**config.mk**
```make
export PLATFORM = sky130hd
export DESIGN_NAME = dz_display
export DESIGN_NICKNAME = d
export VERILOG_FILES = /design/src/hdl/dz_pkg.sv /design/src/hdl/input_sync.sv /design/src/hdl/row_scanner.sv /design/src/hdl/glyph_rom.sv /design/src/hdl/matrix_driver.sv /design/src/hdl/dz_display.sv
export SDC_FILE = /design/constraint.sdc
export NUM_CORES = 1
export LEC_CHECK = 0
export BUFFER_PORTS_ARGS = -buffer_cell sky130_fd_sc_hd__buf_2
export CAP_MARGIN = 15
export CORE_MARGIN = 3
export CORE_UTILIZATION = 55
export CTS_CLUSTER_SIZE = 20
export DETAILED_ROUTE_END_ITERATION = 16
export GPL_TIMING_DRIVEN = 0
export PLACE_DENSITY_LB_ADDON = 0.2
export SLEW_MARGIN = 30
export SYNTH_ARGS = -nofsm -noshare
export SYNTH_HDL_FRONTEND = slang
export SYNTH_SLANG_ARGS = --single-unit
```
**constraint.sdc**
```tcl
create_clock -name clk -period 2.9 [get_ports clk]
set_input_delay 0.29 -clock clk [delete_from_list [all_inputs] [get_ports clk]]
set_output_delay 0.29 -clock clk [all_outputs]
set_load 0.03 [all_outputs]
```
**src/hdl/dz_pkg.sv**
```systemverilog
package dz_pkg;

    // picture number from the panel switches
    typedef logic [3:0] glyph_idx_t;

    // scanned row, 0 is the top row
    typedef logic [2:0] row_idx_t;

    // one row of LEDs, bit 7 is the leftmost column
    typedef logic [7:0] row_bits_t;

    // clocks per scanned row, small for simulation
    localparam int SCAN_DIV = 8;

    localparam int SCAN_CNT_W = $clog2(SCAN_DIV);

    localparam int NUM_ROWS = 8;

    // the two red-only pictures
    localparam glyph_idx_t GLYPH_HEART  = 4'd8;
    localparam glyph_idx_t GLYPH_THERMO = 4'd11;

endpackage

```
**src/hdl/input_sync.sv**
```systemverilog
`timescale 1ns/10ps

module input_sync (
    input  logic               clk,
    input  logic               rst,
    input  logic               temp,
    input  logic               st,
    input  dz_pkg::glyph_idx_t num,
    output logic               temp_s,
    output logic               st_s,
    output dz_pkg::glyph_idx_t glyph
);

    import dz_pkg::*;

    logic       temp_meta;
    logic       st_meta;
    glyph_idx_t num_meta;

    // two flops per bit, the switches are asynchronous to clk
    always_ff @(posedge clk or posedge rst)
    begin
        if (rst)
        begin
            temp_meta <= 1'b0;
            st_meta   <= 1'b0;
            num_meta  <= '0;
            temp_s    <= 1'b0;
            st_s      <= 1'b0;
            glyph     <= '0;
        end
        else
        begin
            temp_meta <= temp;
            st_meta   <= st;
            num_meta  <= num;  // bus may skew for one clock
            temp_s    <= temp_meta;
            st_s      <= st_meta;
            glyph     <= num_meta;
        end
    end

endmodule

```
**src/hdl/row_scanner.sv**
```systemverilog
`timescale 1ns/10ps

module row_scanner (
    input  logic             clk,
    input  logic             rst,
    input  logic             enable,
    output dz_pkg::row_idx_t row_idx
);

    import dz_pkg::*;

    logic [SCAN_CNT_W-1:0] div_cnt;
    logic                  div_wrap;

    assign div_wrap = (div_cnt == SCAN_CNT_W'(SCAN_DIV - 1));

    // clock divider, one tick per row period
    always_ff @(posedge clk or posedge rst)
    begin
        if (rst)
            div_cnt <= '0;
        else if (!enable)
            div_cnt <= '0;
        else if (div_wrap)
            div_cnt <= '0;
        else
            div_cnt <= div_cnt + 1'b1;
    end

    // row counter
    // held at 0 while disabled so a new frame starts at the top
    always_ff @(posedge clk or posedge rst)
    begin
        if (rst)
            row_idx <= '0;
        else if (!enable)
            row_idx <= '0;
        else if (div_wrap)
        begin
            if (row_idx == row_idx_t'(NUM_ROWS - 1))
                row_idx <= '0;
            else
                row_idx <= row_idx + row_idx_t'(1);
        end
    end

endmodule

```
**src/hdl/glyph_rom.sv**
```systemverilog
`timescale 1ns/10ps

module glyph_rom (
    input  logic               temp,
    input  dz_pkg::glyph_idx_t glyph,
    input  dz_pkg::row_idx_t   row_idx,
    output dz_pkg::row_bits_t  green,
    output dz_pkg::row_bits_t  red
);

    import dz_pkg::*;

    row_bits_t heart_row;
    row_bits_t thermo_row;

    // green plane
    always_comb
    begin
        green = '0;
        case (glyph)
            4'd0:  // smallest blob
            begin
                case (row_idx)
                    3'd2, 3'd5: green = 8'b0001_1000;
                    3'd3, 3'd4: green = 8'b0011_1100;
                    default:    green = '0;
                endcase
            end
            4'd1:
            begin
                case (row_idx)
                    3'd2, 3'd5: green = 8'b0011_1000;
                    3'd3, 3'd4: green = 8'b0111_1100;
                    default:    green = '0;
                endcase
            end
            4'd2:
            begin
                case (row_idx)
                    3'd2, 3'd5: green = 8'b0011_1100;
                    3'd3, 3'd4: green = 8'b0111_1110;
                    default:    green = '0;
                endcase
            end
            4'd3:
            begin
                case (row_idx)
                    3'd1, 3'd6:             green = 8'b0011_1100;
                    3'd2, 3'd3, 3'd4, 3'd5: green = 8'b0111_1110;
                    default:                green = '0;
                endcase
            end
            4'd4:  // largest blob, touches top and bottom
            begin
                case (row_idx)
                    3'd0, 3'd7: green = 8'b0011_1100;
                    3'd1, 3'd6: green = 8'b0111_1110;
                    default:    green = 8'b1111_1111;
                endcase
            end
            4'd5:
                green = 8'b1111_1111;  // full panel
            4'd6:  // landscape
            begin
                case (row_idx)
                    3'd0:    green = 8'b1100_0011;
                    3'd1:    green = 8'b1110_0011;
                    3'd2:    green = 8'b1111_0001;
                    3'd3:    green = 8'b1110_0011;
                    3'd4:    green = 8'b1100_0111;
                    3'd5:    green = 8'b1110_0111;
                    3'd6:    green = 8'b1111_0111;
                    default: green = 8'b1111_1011;
                endcase
            end
            4'd7:  // second landscape
            begin
                case (row_idx)
                    3'd1:    green = 8'b0000_0001;
                    3'd2:    green = 8'b1000_0001;
                    3'd3:    green = 8'b1100_0011;
                    3'd4:    green = 8'b1000_0011;
                    3'd5:    green = 8'b1100_0111;
                    3'd6:    green = 8'b1110_0111;
                    3'd7:    green = 8'b1111_0011;
                    default: green = '0;
                endcase
            end
            4'd9:
            begin
                case (row_idx)
                    3'd2:    green = 8'b0110_0000;
                    3'd3:    green = 8'b1111_1100;
                    3'd4:    green = 8'b0011_1111;
                    3'd5:    green = 8'b0011_1110;
                    3'd6:    green = 8'b0001_1100;
                    default: green = '0;
                endcase
            end
            4'd10:  // flame
            begin
                case (row_idx)
                    3'd2:       green = 8'b0001_1000;
                    3'd3:       green = 8'b0011_1100;
                    3'd4, 3'd5: green = 8'b0111_1110;
                    3'd6:       green = 8'b0010_0100;
                    default:    green = '0;
                endcase
            end
            default:
                green = '0;
        endcase
    end

    always_comb
    begin
        case (row_idx)
            3'd1:    heart_row = 8'b0011_1000;
            3'd2:    heart_row = 8'b0100_0100;
            3'd3:    heart_row = 8'b0101_1010;
            3'd4:    heart_row = 8'b0100_1010;
            3'd5:    heart_row = 8'b0011_0010;
            3'd6:    heart_row = 8'b1100_0100;
            3'd7:    heart_row = 8'b0011_1000;
            default: heart_row = '0;
        endcase
    end

    always_comb
    begin
        case (row_idx)
            3'd0:    thermo_row = 8'b1110_0000;
            3'd1:    thermo_row = 8'b0110_0000;
            3'd2:    thermo_row = 8'b1110_0000;
            3'd3:    thermo_row = 8'b0011_0000;
            3'd4:    thermo_row = 8'b0011_0001;
            3'd5:    thermo_row = 8'b0011_0011;
            3'd6:    thermo_row = 8'b0011_1110;
            default: thermo_row = 8'b0001_1100;
        endcase
    end

    // red plane and colour rule
    // blobs and full panel only turn amber when temp is high
    always_comb
    begin
        case (glyph)
            GLYPH_HEART:
                red = heart_row;
            GLYPH_THERMO:
                red = thermo_row;
            4'd0, 4'd1, 4'd2, 4'd3, 4'd4, 4'd5:
                red = temp ? green : '0;
            4'd6, 4'd7, 4'd9:
                red = green;  // always amber
            default:
                red = '0;
        endcase
    end

endmodule

```
**src/hdl/matrix_driver.sv**
```systemverilog
`timescale 1ns/10ps

module matrix_driver (
    input  logic              clk,
    input  logic              rst,
    input  logic              enable,
    input  dz_pkg::row_idx_t  row_idx,
    input  dz_pkg::row_bits_t green,
    input  dz_pkg::row_bits_t red,
    output dz_pkg::row_bits_t row,
    output dz_pkg::row_bits_t colg,
    output dz_pkg::row_bits_t colr
);

    import dz_pkg::*;

    row_bits_t row_sel;

    // one-hot, active low
    always_comb
    begin
        row_sel = '1;
        for (int i = 0; i < NUM_ROWS; i++)
        begin
            if (row_idx == row_idx_t'(i))
                row_sel[i] = 1'b0;
        end
    end

    // rows and columns change on the same edge
    always_ff @(posedge clk or posedge rst)
    begin
        if (rst)
        begin
            row  <= '1;
            colg <= '0;
            colr <= '0;
        end
        else if (!enable)
        begin
            row  <= '1;  // blank panel
            colg <= '0;
            colr <= '0;
        end
        else
        begin
            row  <= row_sel;
            colg <= green;
            colr <= red;
        end
    end

endmodule

```
**src/hdl/dz_display.sv**
```systemverilog
`timescale 1ns/10ps

module dz_display (
    input  logic               clk,
    input  logic               rst,
    input  logic               temp,
    input  logic               st,
    input  dz_pkg::glyph_idx_t num,
    output dz_pkg::row_bits_t  row,
    output dz_pkg::row_bits_t  colr,
    output dz_pkg::row_bits_t  colg
);

    import dz_pkg::*;

    logic       temp_s;
    logic       st_s;
    glyph_idx_t glyph;
    row_idx_t   row_idx;
    row_bits_t  green;
    row_bits_t  red;

    input_sync u_input_sync (
        .clk    (clk),
        .rst    (rst),
        .temp   (temp),
        .st     (st),
        .num    (num),
        .temp_s (temp_s),
        .st_s   (st_s),
        .glyph  (glyph)
    );

    row_scanner u_row_scanner (
        .clk     (clk),
        .rst     (rst),
        .enable  (st_s),
        .row_idx (row_idx)
    );

    // patterns for the row being scanned
    glyph_rom u_glyph_rom (
        .temp    (temp_s),
        .glyph   (glyph),
        .row_idx (row_idx),
        .green   (green),
        .red     (red)
    );

    matrix_driver u_matrix_driver (
        .clk     (clk),
        .rst     (rst),
        .enable  (st_s),
        .row_idx (row_idx),
        .green   (green),
        .red     (red),
        .row     (row),
        .colg    (colg),
        .colr    (colr)
    );

endmodule

```
Yosys cells after proc, flatten, opt, wreduce, memory -nomap -nowiden
Index checks and enable logic that the tools add are counted.
W data, S select, Z words.
{"block": "totals", "register_bits": 42, "in_bits": 8, "out_inout_bits": 24, "word_cells": 76}
{"block": "classes", "add_sub_neg": 2, "eq_ne": 20, "n_mux": 30, "reduce_logical": 13}
{"op": "$pmux W8 S6", "count": 2}
{"op": "$pmux W8 S10", "count": 1}
{"op": "$pmux W8 S7", "count": 1}
{"op": "$pmux W7 S2", "count": 3}
{"op": "$pmux W8 S5", "count": 1}
{"op": "$pmux W6 S6", "count": 1}
{"op": "$mux W8", "count": 4}
{"op": "$pmux W8 S4", "count": 1}
{"op": "$pmux W7 S4", "count": 1}
{"op": "$eq A4 B3 Y1 const B", "count": 4}
{"op": "$eq A4 B4 Y1 const B", "count": 4}
{"op": "$pmux W8 S2", "count": 1}
{"op": "$reduce_or A2 Y1", "count": 8}
{"op": "$eq A3 B3 Y1 const B", "count": 5}
{"op": "$mux W3", "count": 5}
{"op": "$pmux W6 S2", "count": 1}
{"op": "$eq A4 B2 Y1 const B", "count": 2}
{"op": "$mux W1", "count": 8}
{"op": "$add A3 B1 Y3 const B", "count": 2}
{"op": "$eq A3 B2 Y1 const B", "count": 2}
{"op": "$reduce_or A6 Y1", "count": 1}
{"op": "$eq A4 B1 Y1 const B", "count": 1}
{"op": "$logic_not A4 Y1", "count": 1}
{"op": "$reduce_or A4 Y1", "count": 1}
{"op": "4 further kinds", "count": 4}

Longest topological paths before layout
Gate-level depths: netlist (run 1).
{"block": "logic_depth", "depth_word": 7, "depth_mapped": 10, "mapped_depth_nobuf": 7}

Modules after synthesis
Synthesis (run 1) repeated with hierarchy kept, for this count alone.
{"block": "hier_totals", "hier_cells": 219, "area_unflattened_um2": 2242.2}
{"module": "glyph_rom", "n_inst": 1, "cells_each": 134, "area_per_inst_um2": 857.1, "seq_area_each_um2": 0.0}
{"module": "matrix_driver", "n_inst": 1, "cells_each": 51, "area_per_inst_um2": 798.3, "seq_area_each_um2": 610.6}
{"module": "input_sync", "n_inst": 1, "cells_each": 13, "area_per_inst_um2": 304.0, "seq_area_each_um2": 300.3}
{"module": "row_scanner", "n_inst": 1, "cells_each": 21, "area_per_inst_um2": 282.8, "seq_area_each_um2": 150.1}

Worst setup path before layout (run 1)
No wires, ideal clock.
{"block": "synth_path", "kind": "register to register", "startpoint": "register u_row_scanner.row_idx[2]", "endpoint": "register u_matrix_driver.colr[2]", "setup_time_ns": 0.085, "arrival_time_ns": 2.334, "t_required_ns": 2.815, "setup_slack_ns": 0.481, "stages_incl_launch_ff": 10, "n_path_buf": 2, "synth_period_minus_slack_ns": 2.419, "path_cell_list": "dfrtp_1 > buf_2 > buf_1 > inv_1 > ha_1 > or4b_1 > o22a_1 > o21ai_2 > nor4bb_2 > o22ai_1"}
{"block": "synth_between", "elab_chain_len": 7, "word_cells_on_any_way": 30, "classes_between": "7 x eq/ne; 14 x mux; 9 x reduce/logical"}
{"item": "from (decl)", "line": "row_scanner.sv:7", "source": "output dz_pkg::row_idx_t row_idx"}
{"item": "from (signal assigned)", "line": "row_scanner.sv:43", "source": "row_idx <= row_idx + row_idx_t'(1);"}
{"item": "$eq A3 B1 Y1, or another cell as far along"}
{"item": "$reduce_or A2 Y1 (no line), or another cell as far along"}
{"item": "$pmux W6 S6, or another cell as far along", "line": "glyph_rom.sv:65", "source": "case (row_idx)"}
{"item": "$pmux W8 S10", "line": "glyph_rom.sv:20", "source": "case (glyph)"}
{"item": "$mux W8", "line": "glyph_rom.sv:153", "source": "red = temp ? green : '0;"}
{"item": "$pmux W8 S4 *", "line": "glyph_rom.sv:147", "source": "case (glyph)"}
{"item": "$mux W8 *", "line": "matrix_driver.sv:39", "source": "else if (!enable)"}
{"item": "to (signal assigned)", "line": "matrix_driver.sv:49", "source": "colr <= red;"}
{"item": "to (decl)", "line": "matrix_driver.sv:12", "source": "output dz_pkg::row_bits_t colr"}
Mark *: on every way between the ends. The rest lies on a longest branch, timed or not.
A chain may end at the register's enable or synchronous reset.

Worst setup path in the final report (run 1)
Same ends and word-level chain as after synthesis.

==> metrics.md, run 1 <==
| Metric | Value |
|---|---|
| RSZ-0062 raised after global routing | `false` |
| Ys flop type | `dfrtp_1` |
| Area growth syn-to-layout | `15.3%` |
| Ys Warns | `0` |
| Cell Area, Placed | `between 0.002 and 0.0025 mm^2` |
| Worst flop-to-flop path endpoint | `u_matrix_driver.colr[2]` |
| CTS Root Cell | `clkbuf_8` |
| Synth top area share | `38.1%` |
| Maximum vdd drop | `roughly 350 uV` |
| DP Cell Count | `294` |
| Synth area leaders | `dfrtp_1 38%, dfstp_2 9.4%, ha_1 7.9%` |
| Post-layout min period | `roughly 2700 ps` |
| Routed WL | `4850 um` |
| Critical Path Start | `u_row_scanner.row_idx[2]` |
| Diodes inserted | `0` |
| Hold slack | `92.0 ps` |
| Die width | `approximately 70 um` |
| Launch point of the worst reg-to-reg path | `u_row_scanner.row_idx[2]` |
| Worst rel slew slack | `66.0%` |
| Remaining DRCs | `0` |
| Avg Cell Area, Syn | `10.4 um^2` |
| Commonest cells in the netlist | `34 x dfrtp_1, 20 x nor2_1, 16 x nand2_1, 14 x ha_1, 10 x a21oi_1` |
| Number of clock sinks | `42` |
| Worst-path fanout max | `10` |
| Cts bufs inserted | `5` |
| CTS tree | `done` |
| Worst EP required | `3080 ps` |
| Crit path arrival time | `2900 ps` |
| Post-synth EDFFs | `0` |
| Vias in the first global route | `1,693` |
| Outcome | `finished, final reports clean` |
| Full die area | `approximately 0.0049 mm^2` |
| DP Wirelength | `about 3500 um` |
| Worst Min Path Start | `st` |
| Drt pass-1 iters | `5` |
| Starting Density | `59.2%` |
| Core area | `0.00377 mm^2` |
| Worst-path clk slew | `80 ps` |
| Htree depth | `2` |
| Syn_nets | `236` |
| Flop-to-flop setup slack | `180 ps` |
| Final antenna-violating net count | `0` |
| Synth async-reset ratio | `100%` |
| Count leader, synth | `dfrtp_1` |
| Place WS | `between 50 and 60 ps` |
| Clock Latency Late Sink | `300 ps` |
| Skew final | `~6.5 ps` |
| Detailed Route Iter0 Violations | `150` |
| CP Class | `register to register` |
| Vias post-DR | `1,855` |
| Pin count of the biggest net entering global routing | `29` |
| GRT overflow | `0` |
| Worst-Margin Slew | `between 500 and 600 ps` |
| Initial antenna violation count | `0` |
| Area of the mapped netlist | `0.00223 mm^2` |
| WHS Path Cells | `1` |
| Postcts setup bufs | `0` |
| Drt wl/cell | `roughly 16 um` |
| Power density over the cells | `429 mW/mm^2` |
| Gr usage total | `21.1%` |
| Avg Vias per Cell | `6.12` |
| Final core utilization | `68.2%` |
| Ports | `32` |
| Hold EP | `u_input_sync.st_meta` |
| Chip height | `69.7 um` |
| R2R cell count | `10` |
| Final net count | `276` |
| Sequential share of the synthesized area | `47.6%` |
| Instance count of the mapped netlist | `214` |
| Max Buffers Root-to-Sink | `2` |
| Share of cells above drive strength 1 | `roughly 27%` |
| Fin. max-slew vios | `0` |
| Flops & latches, synth | `42` |
| First-pass GRT wire length | `8220 um` |
| Yosys cell types | `62` |
| Num rows | `22` |
| Port bufs | `31` |
| Final setup viols | `0` |
| Gp weighted congestion | `0.967` |
| Crit share post-route | `93.9%` |
| Critical Path End Type | `register` |
| Min-delay worst type | `primary input to register` |
| CP startpoint kind | `register` |
| Area leader, netlist | `dfrtp_1` |
| Overall power | `1.10 mW` |
| Max Freq | `approximately 370 MHz` |
| Final worst slack | `178 ps` |
| Design Area, Final | `0.00257 mm^2` |
| Final std cells w/o fill | `303` |
| Total negative slack | `0 ps` |
| MaxCap Viol Count | `0` |
| Lkg Pwr | `1.20 nW` |
| Final Hold Fails | `0` |
==> state kept, by name, summed over array words and instances (netlist names), 3 cells and up <==
signal	cells
u_matrix_driver.colg	8
u_matrix_driver.colr	8
u_matrix_driver.row	8
u_input_sync.glyph	4
u_input_sync.num_meta	4
u_row_scanner.div_cnt	3
u_row_scanner.row_idx	3
==> cell usage in the layout (no fill, tap or decap), types with 2 or more instances in the layout <==
cell	n
a211oi_1	2
a21oi_1	10
a22oi_1	4
a41o_1	2
and2_1	2
and3_1	2
and3b_1	2
buf_2	36
buf_6	2
clkbuf_1	5
clkbuf_2	2
clkbuf_8	5
clkinv_2	2
dfrtp_1	34
dfstp_2	8
ha_1	14
inv_1	4
mux2i_1	2
nand2_1	16
nand2b_1	3
nand3_1	6
nand3b_1	5
nor2_1	20
nor2b_1	5
nor3_1	5
nor3b_1	2
o21ai_0	6
o21ai_1	2
o21bai_1	2
o22a_1	2
o22ai_1	6
or3_1	2
==> routing by layer <==
metal / routed length [um] / GRT usage [%] / part of all wire, % / vias to the layer above
met5: 0 / 0 / 0 / -
met4: 189 / 8.94 / 3.9 / 0
met3: 466 / 4.93 / 9.6 / 28
met2: 2200 / 31.7 / 45 / 107
met1: 1990 / 29.3 / 41 / 869
li1: - / - / - / 851
==> kinds of logic after synthesis <==
| logic type | synth area share, % |
|---|---|
| mux | 0.897 |
| flops | 47.6 |
| simple gates | 22.7 |
| buf+inv | 4.54 |
| fa+ha+maj | 7.85 |
| compound gates | 16.4 |
==> worst max path at each step <==
stage	to	depth (start not counted)	slack [ps]
after floorplan	u_matrix_driver.colr[2]	9	480
after global placement	u_matrix_driver.colr[2]	10	100
after detailed placement	u_matrix_driver.colr[2]	8	50
after CTS	u_matrix_driver.colr[2]	8	40
after global routing	u_matrix_driver.colr[2]	10	40
final	u_matrix_driver.colr[2]	10	180
==> critical path, cell delays in order, from the launching register on <==
cell and delay [ps]:
dfrtp_1 440, buf_2 250, clkbuf_2 260, inv_1 110, ha_1 250, clkbuf_1 260
a211oi_1 280, o22a_1 220, o21ai_2 80, nor4bb_2 330, o22ai_1 120
==> where the power goes <==
group / total (mW) / internal [mW] / switching (mW)
combinational: 0.117 / 0.0421 / 0.0746
sequential: 0.611 / 0.604 / 0.00680
clock: 0.375 / 0.169 / 0.206
==> what timing repair did <==
action,4_1_cts,5_1_grt
endpoints found under the hold margin,14,0
hold buffers,1,0
gates resized for setup,0,2
endpoints found under the setup margin,0,8
==> cell type report <==
| cell class | instances | area [um^2] |
|---|---|---|
| well taps | 48 | 60.1 |
| clock inverters | 3 | 18.8 |
| flip-flops and latches | 42 | 1060 |
| fillers | 306 | 1200 |
| repair buffers | 33 | 185 |
| inverters | 5 | 18.8 |
| multi-input cells | 152 | 1070 |
| clock buffers | 5 | 68.8 |
| plain buffers | 15 | 83.8 |
(Power assumes the default switching activity.)
==> inputs of run 2 (changes only) <==
--- a/config.mk
+++ b/config.mk
@@ -8,7 +8,7 @@
 export BUFFER_PORTS_ARGS = -buffer_cell sky130_fd_sc_hd__buf_2
 export CAP_MARGIN = 15
 export CORE_MARGIN = 3
-export CORE_UTILIZATION = 55
+export CORE_UTILIZATION = 57
 export CTS_CLUSTER_SIZE = 20
 export DETAILED_ROUTE_END_ITERATION = 16
 export GPL_TIMING_DRIVEN = 0
==> run 2 against run 1 <==
Against the previous run: final cell count unchanged; critical path depth decreased by 1; via count increased by 0.27%; clock-buffer cell count increased by 2; power increased by 7.8%; non-clock buffer count unchanged; fmax increased by 2.6%; design area increased by 1.5%; critical endpoint unchanged; highest routed layer unchanged.
==> metrics.md, run 2 (synthesis results as in run 1) <==
| Metric | Value |
|---|---|
| Drt wl/cell | `16.4 um (+2.7%)` |
| Commonest non-fill, non-tap cells in the layout | `36 x buf_2, 34 x dfrtp_1, 20 x nor2_1` |
| Core area | `0.00372 mm^2 (-1.5%)` |
| R2R cell count | `9 (-1)` |
| Lkg Pwr | `1.21 nW (+1.2%)` |
| Maximum vdd drop | `370 uV (+7.0%)` |
| Place WS | `5.51 ps (-49.0 ps)` |
| Crit share post-route | `91.5% (-2.4 points)` |
| Worst Min Path Start | `num[3]` |
| Total negative slack | `0 ps (unchanged)` |
| Drt pass-1 iters | `4 (-1)` |
| Launch point of the worst reg-to-reg path | `u_row_scanner.row_idx[2]` |
| Post-layout min period | `2650 ps (-70.2 ps)` |
| Final net count | `276 (unchanged)` |
| Skew final | `6.86 ps (+0.318 ps)` |
| Full die area | `0.00470 mm^2 (-3.2%)` |
| CP Class | `register to register` |
| Final worst slack | `248 ps (+70.2 ps)` |
| Detailed Route Iter0 Violations | `88 (-41%)` |
| First-pass GRT wire length | `8210 um (-0.16%)` |
| CP startpoint kind | `register` |
| Ports | `32 (unchanged)` |
| Gr usage total | `24.0% (+2.9 points)` |
| RSZ-0062 raised after global routing | `false` |
| Commonest non-fill, non-tap cell in the layout | `buf_2` |
| Flop-to-flop setup slack | `250 ps (+70 ps)` |
| CTS Root Cell | `clkbuf_8` |
| Worst-path clk slew | `70 ps (about the same)` |
| Starting Density | `60.0% (+0.88 points)` |
| CTS tree | `done` |
| DP Wirelength | `3670 um (+6.1%)` |
| Remaining DRCs | `0 (unchanged)` |
| Share of cells above drive strength 1 | `27.8% (+0.39 points)` |
| Area growth syn-to-layout | `16.9%` |
| Cell Area, Placed | `0.00247 mm^2 (unchanged)` |
| Biggest regs | `u_matrix_driver.colg x8, u_matrix_driver.colr x8, u_matrix_driver.row x8` |
| Htree depth | `2 (unchanged)` |
| Initial antenna violation count | `0 (unchanged)` |
| GRT overflow | `0 (unchanged)` |
| Avg Vias per Cell | `6.14 (+0.27%)` |
| Min-delay worst type | `primary input to register` |
| Worst EP required | `3100 ps (+20 ps)` |
| Worst-Margin Slew | `493 ps (-16.1 ps)` |
| Power density over the cells | `456 mW/mm^2 (+6.3%)` |
| Final antenna-violating net count | `0 (unchanged)` |
| Die width | `68.6 um (-1.6%)` |
| Max Buffers Root-to-Sink | `2 (unchanged)` |
| Hold EP | `u_input_sync.num_meta[3]` |
| Vias in the first global route | `1,778 (+5.0%)` |
| Overall power | `1.19 mW (+7.8%)` |
| Vias post-DR | `1,860 (+0.27%)` |
| Postcts setup bufs | `0 (unchanged)` |
| Max Freq | `377 MHz (+2.6%)` |
| Final Hold Fails | `0 (unchanged)` |
| Worst flop-to-flop path endpoint | `u_matrix_driver.colr[2]` |
| Worst rel slew slack | `66.8% (+0.79 points)` |
| Chip height | `68.6 um (-1.6%)` |
| Clock Latency Late Sink | `290 ps (about the same)` |
| Worst-path fanout max | `10 (unchanged)` |
| Design Area, Final | `0.00261 mm^2 (+1.5%)` |
| Number of clock sinks | `42 (unchanged)` |
| Pin count of the biggest net entering global routing | `28 (-3.4%)` |
| MaxCap Viol Count | `0 (unchanged)` |
| Num rows | `22 (unchanged)` |
| Routed WL | `4980 um (+2.7%)` |
| Gp weighted congestion | `0.967 (about the same)` |
| Final setup viols | `0 (unchanged)` |
| Fin. max-slew vios | `0 (unchanged)` |
| Cts bufs inserted | `5 (unchanged)` |
| Crit path arrival time | `2850 ps (-50 ps)` |
| Port bufs | `31 (unchanged)` |
| Outcome | `finished, final reports clean` |
| Diodes inserted | `0 (unchanged)` |
| WHS Path Cells | `1 (unchanged)` |
| Critical Path End Type | `register` |
run 2: cell count changes in the layout (fill, tap and decap cells not counted), sizes merged:
cell	previous run	this run
inv	6	5
clkinv	2	0
bufinv	0	1
clkbuf	12	14
run 2: final cells by class:
cell class | instances | area, um^2
fill | 293 | 1110
multi-input combinational | 152 | 1080
sequential | 42 | 1060
timing repair buffer | 33 | 185
buffer | 15 | 87.6
clock buffer | 7 | 86.3
tap | 48 | 60.1
clock inverter | 1 | 30.0
inverter | 5 | 18.8
run 2: where the power goes:
group          total (mW)  internal [mW]  switching, mW
Sequential          0.612          0.605        0.00706
Combinational       0.116         0.0421         0.0744
Clock               0.461          0.280          0.181
Total                1.19          0.927          0.262
run 2: worst max-delay path by stage:
| stage | from | slack [ps] | cells past startpoint | to |
|---|---|---|---|---|
| finish | u_row_scanner.row_idx[2] | 250 | 9 | u_matrix_driver.colr[2] |
| global route | u_row_scanner.row_idx[2] | 70 | 9 | u_matrix_driver.colr[2] |
| CTS | u_row_scanner.row_idx[2] | 150 | 10 | u_matrix_driver.colr[2] |
| detailed placement | u_row_scanner.row_idx[2] | 6 | 10 | u_matrix_driver.colr[2] |
| global placement | u_row_scanner.row_idx[2] | 20 | 8 | u_matrix_driver.colr[2] |
| floorplan | u_row_scanner.row_idx[2] | 480 | 9 | u_matrix_driver.colr[2] |
run 2: metal layers:
metal	GRT usage (%)	wire, um	share of wire [%]	up-vias
met2	41.4	2500	50	88
met3	5.83	391	7.8	18
met5	0	0	0	-
met4	12.4	166	3.3	0
li1	-	-	-	859
met1	27.3	1930	39	895
run 2: what timing repair did:
| action | 4_1_cts | 5_1_grt |
|---|---|---|
| endpoints found under the hold margin | 15 | 0 |
| gates resized for setup | 2 | 4 |
| endpoints found under the setup margin | 2 | 3 |
| hold buffers | 1 | 0 |
run 2: worst max-delay path, stage by stage (launching register included):
cell and delay [ps]:
dfrtp_1 440, buf_2 260, clkbuf_4 250, inv_1 90
ha_1 400, or4b_1 460, o22a_1 230, o21ai_2 180
nor4bb_2 90, o22ai_1 160
run 2: per-stage QoR:
stage	util, %	instances	hold slack, ps
floorplan	-	214	321
global placement	65.8	293	333
detailed placement	66.4	294	269
CTS	70.0	303	97.5
global route	70.2	303	93.6
finish	70.2	303	101
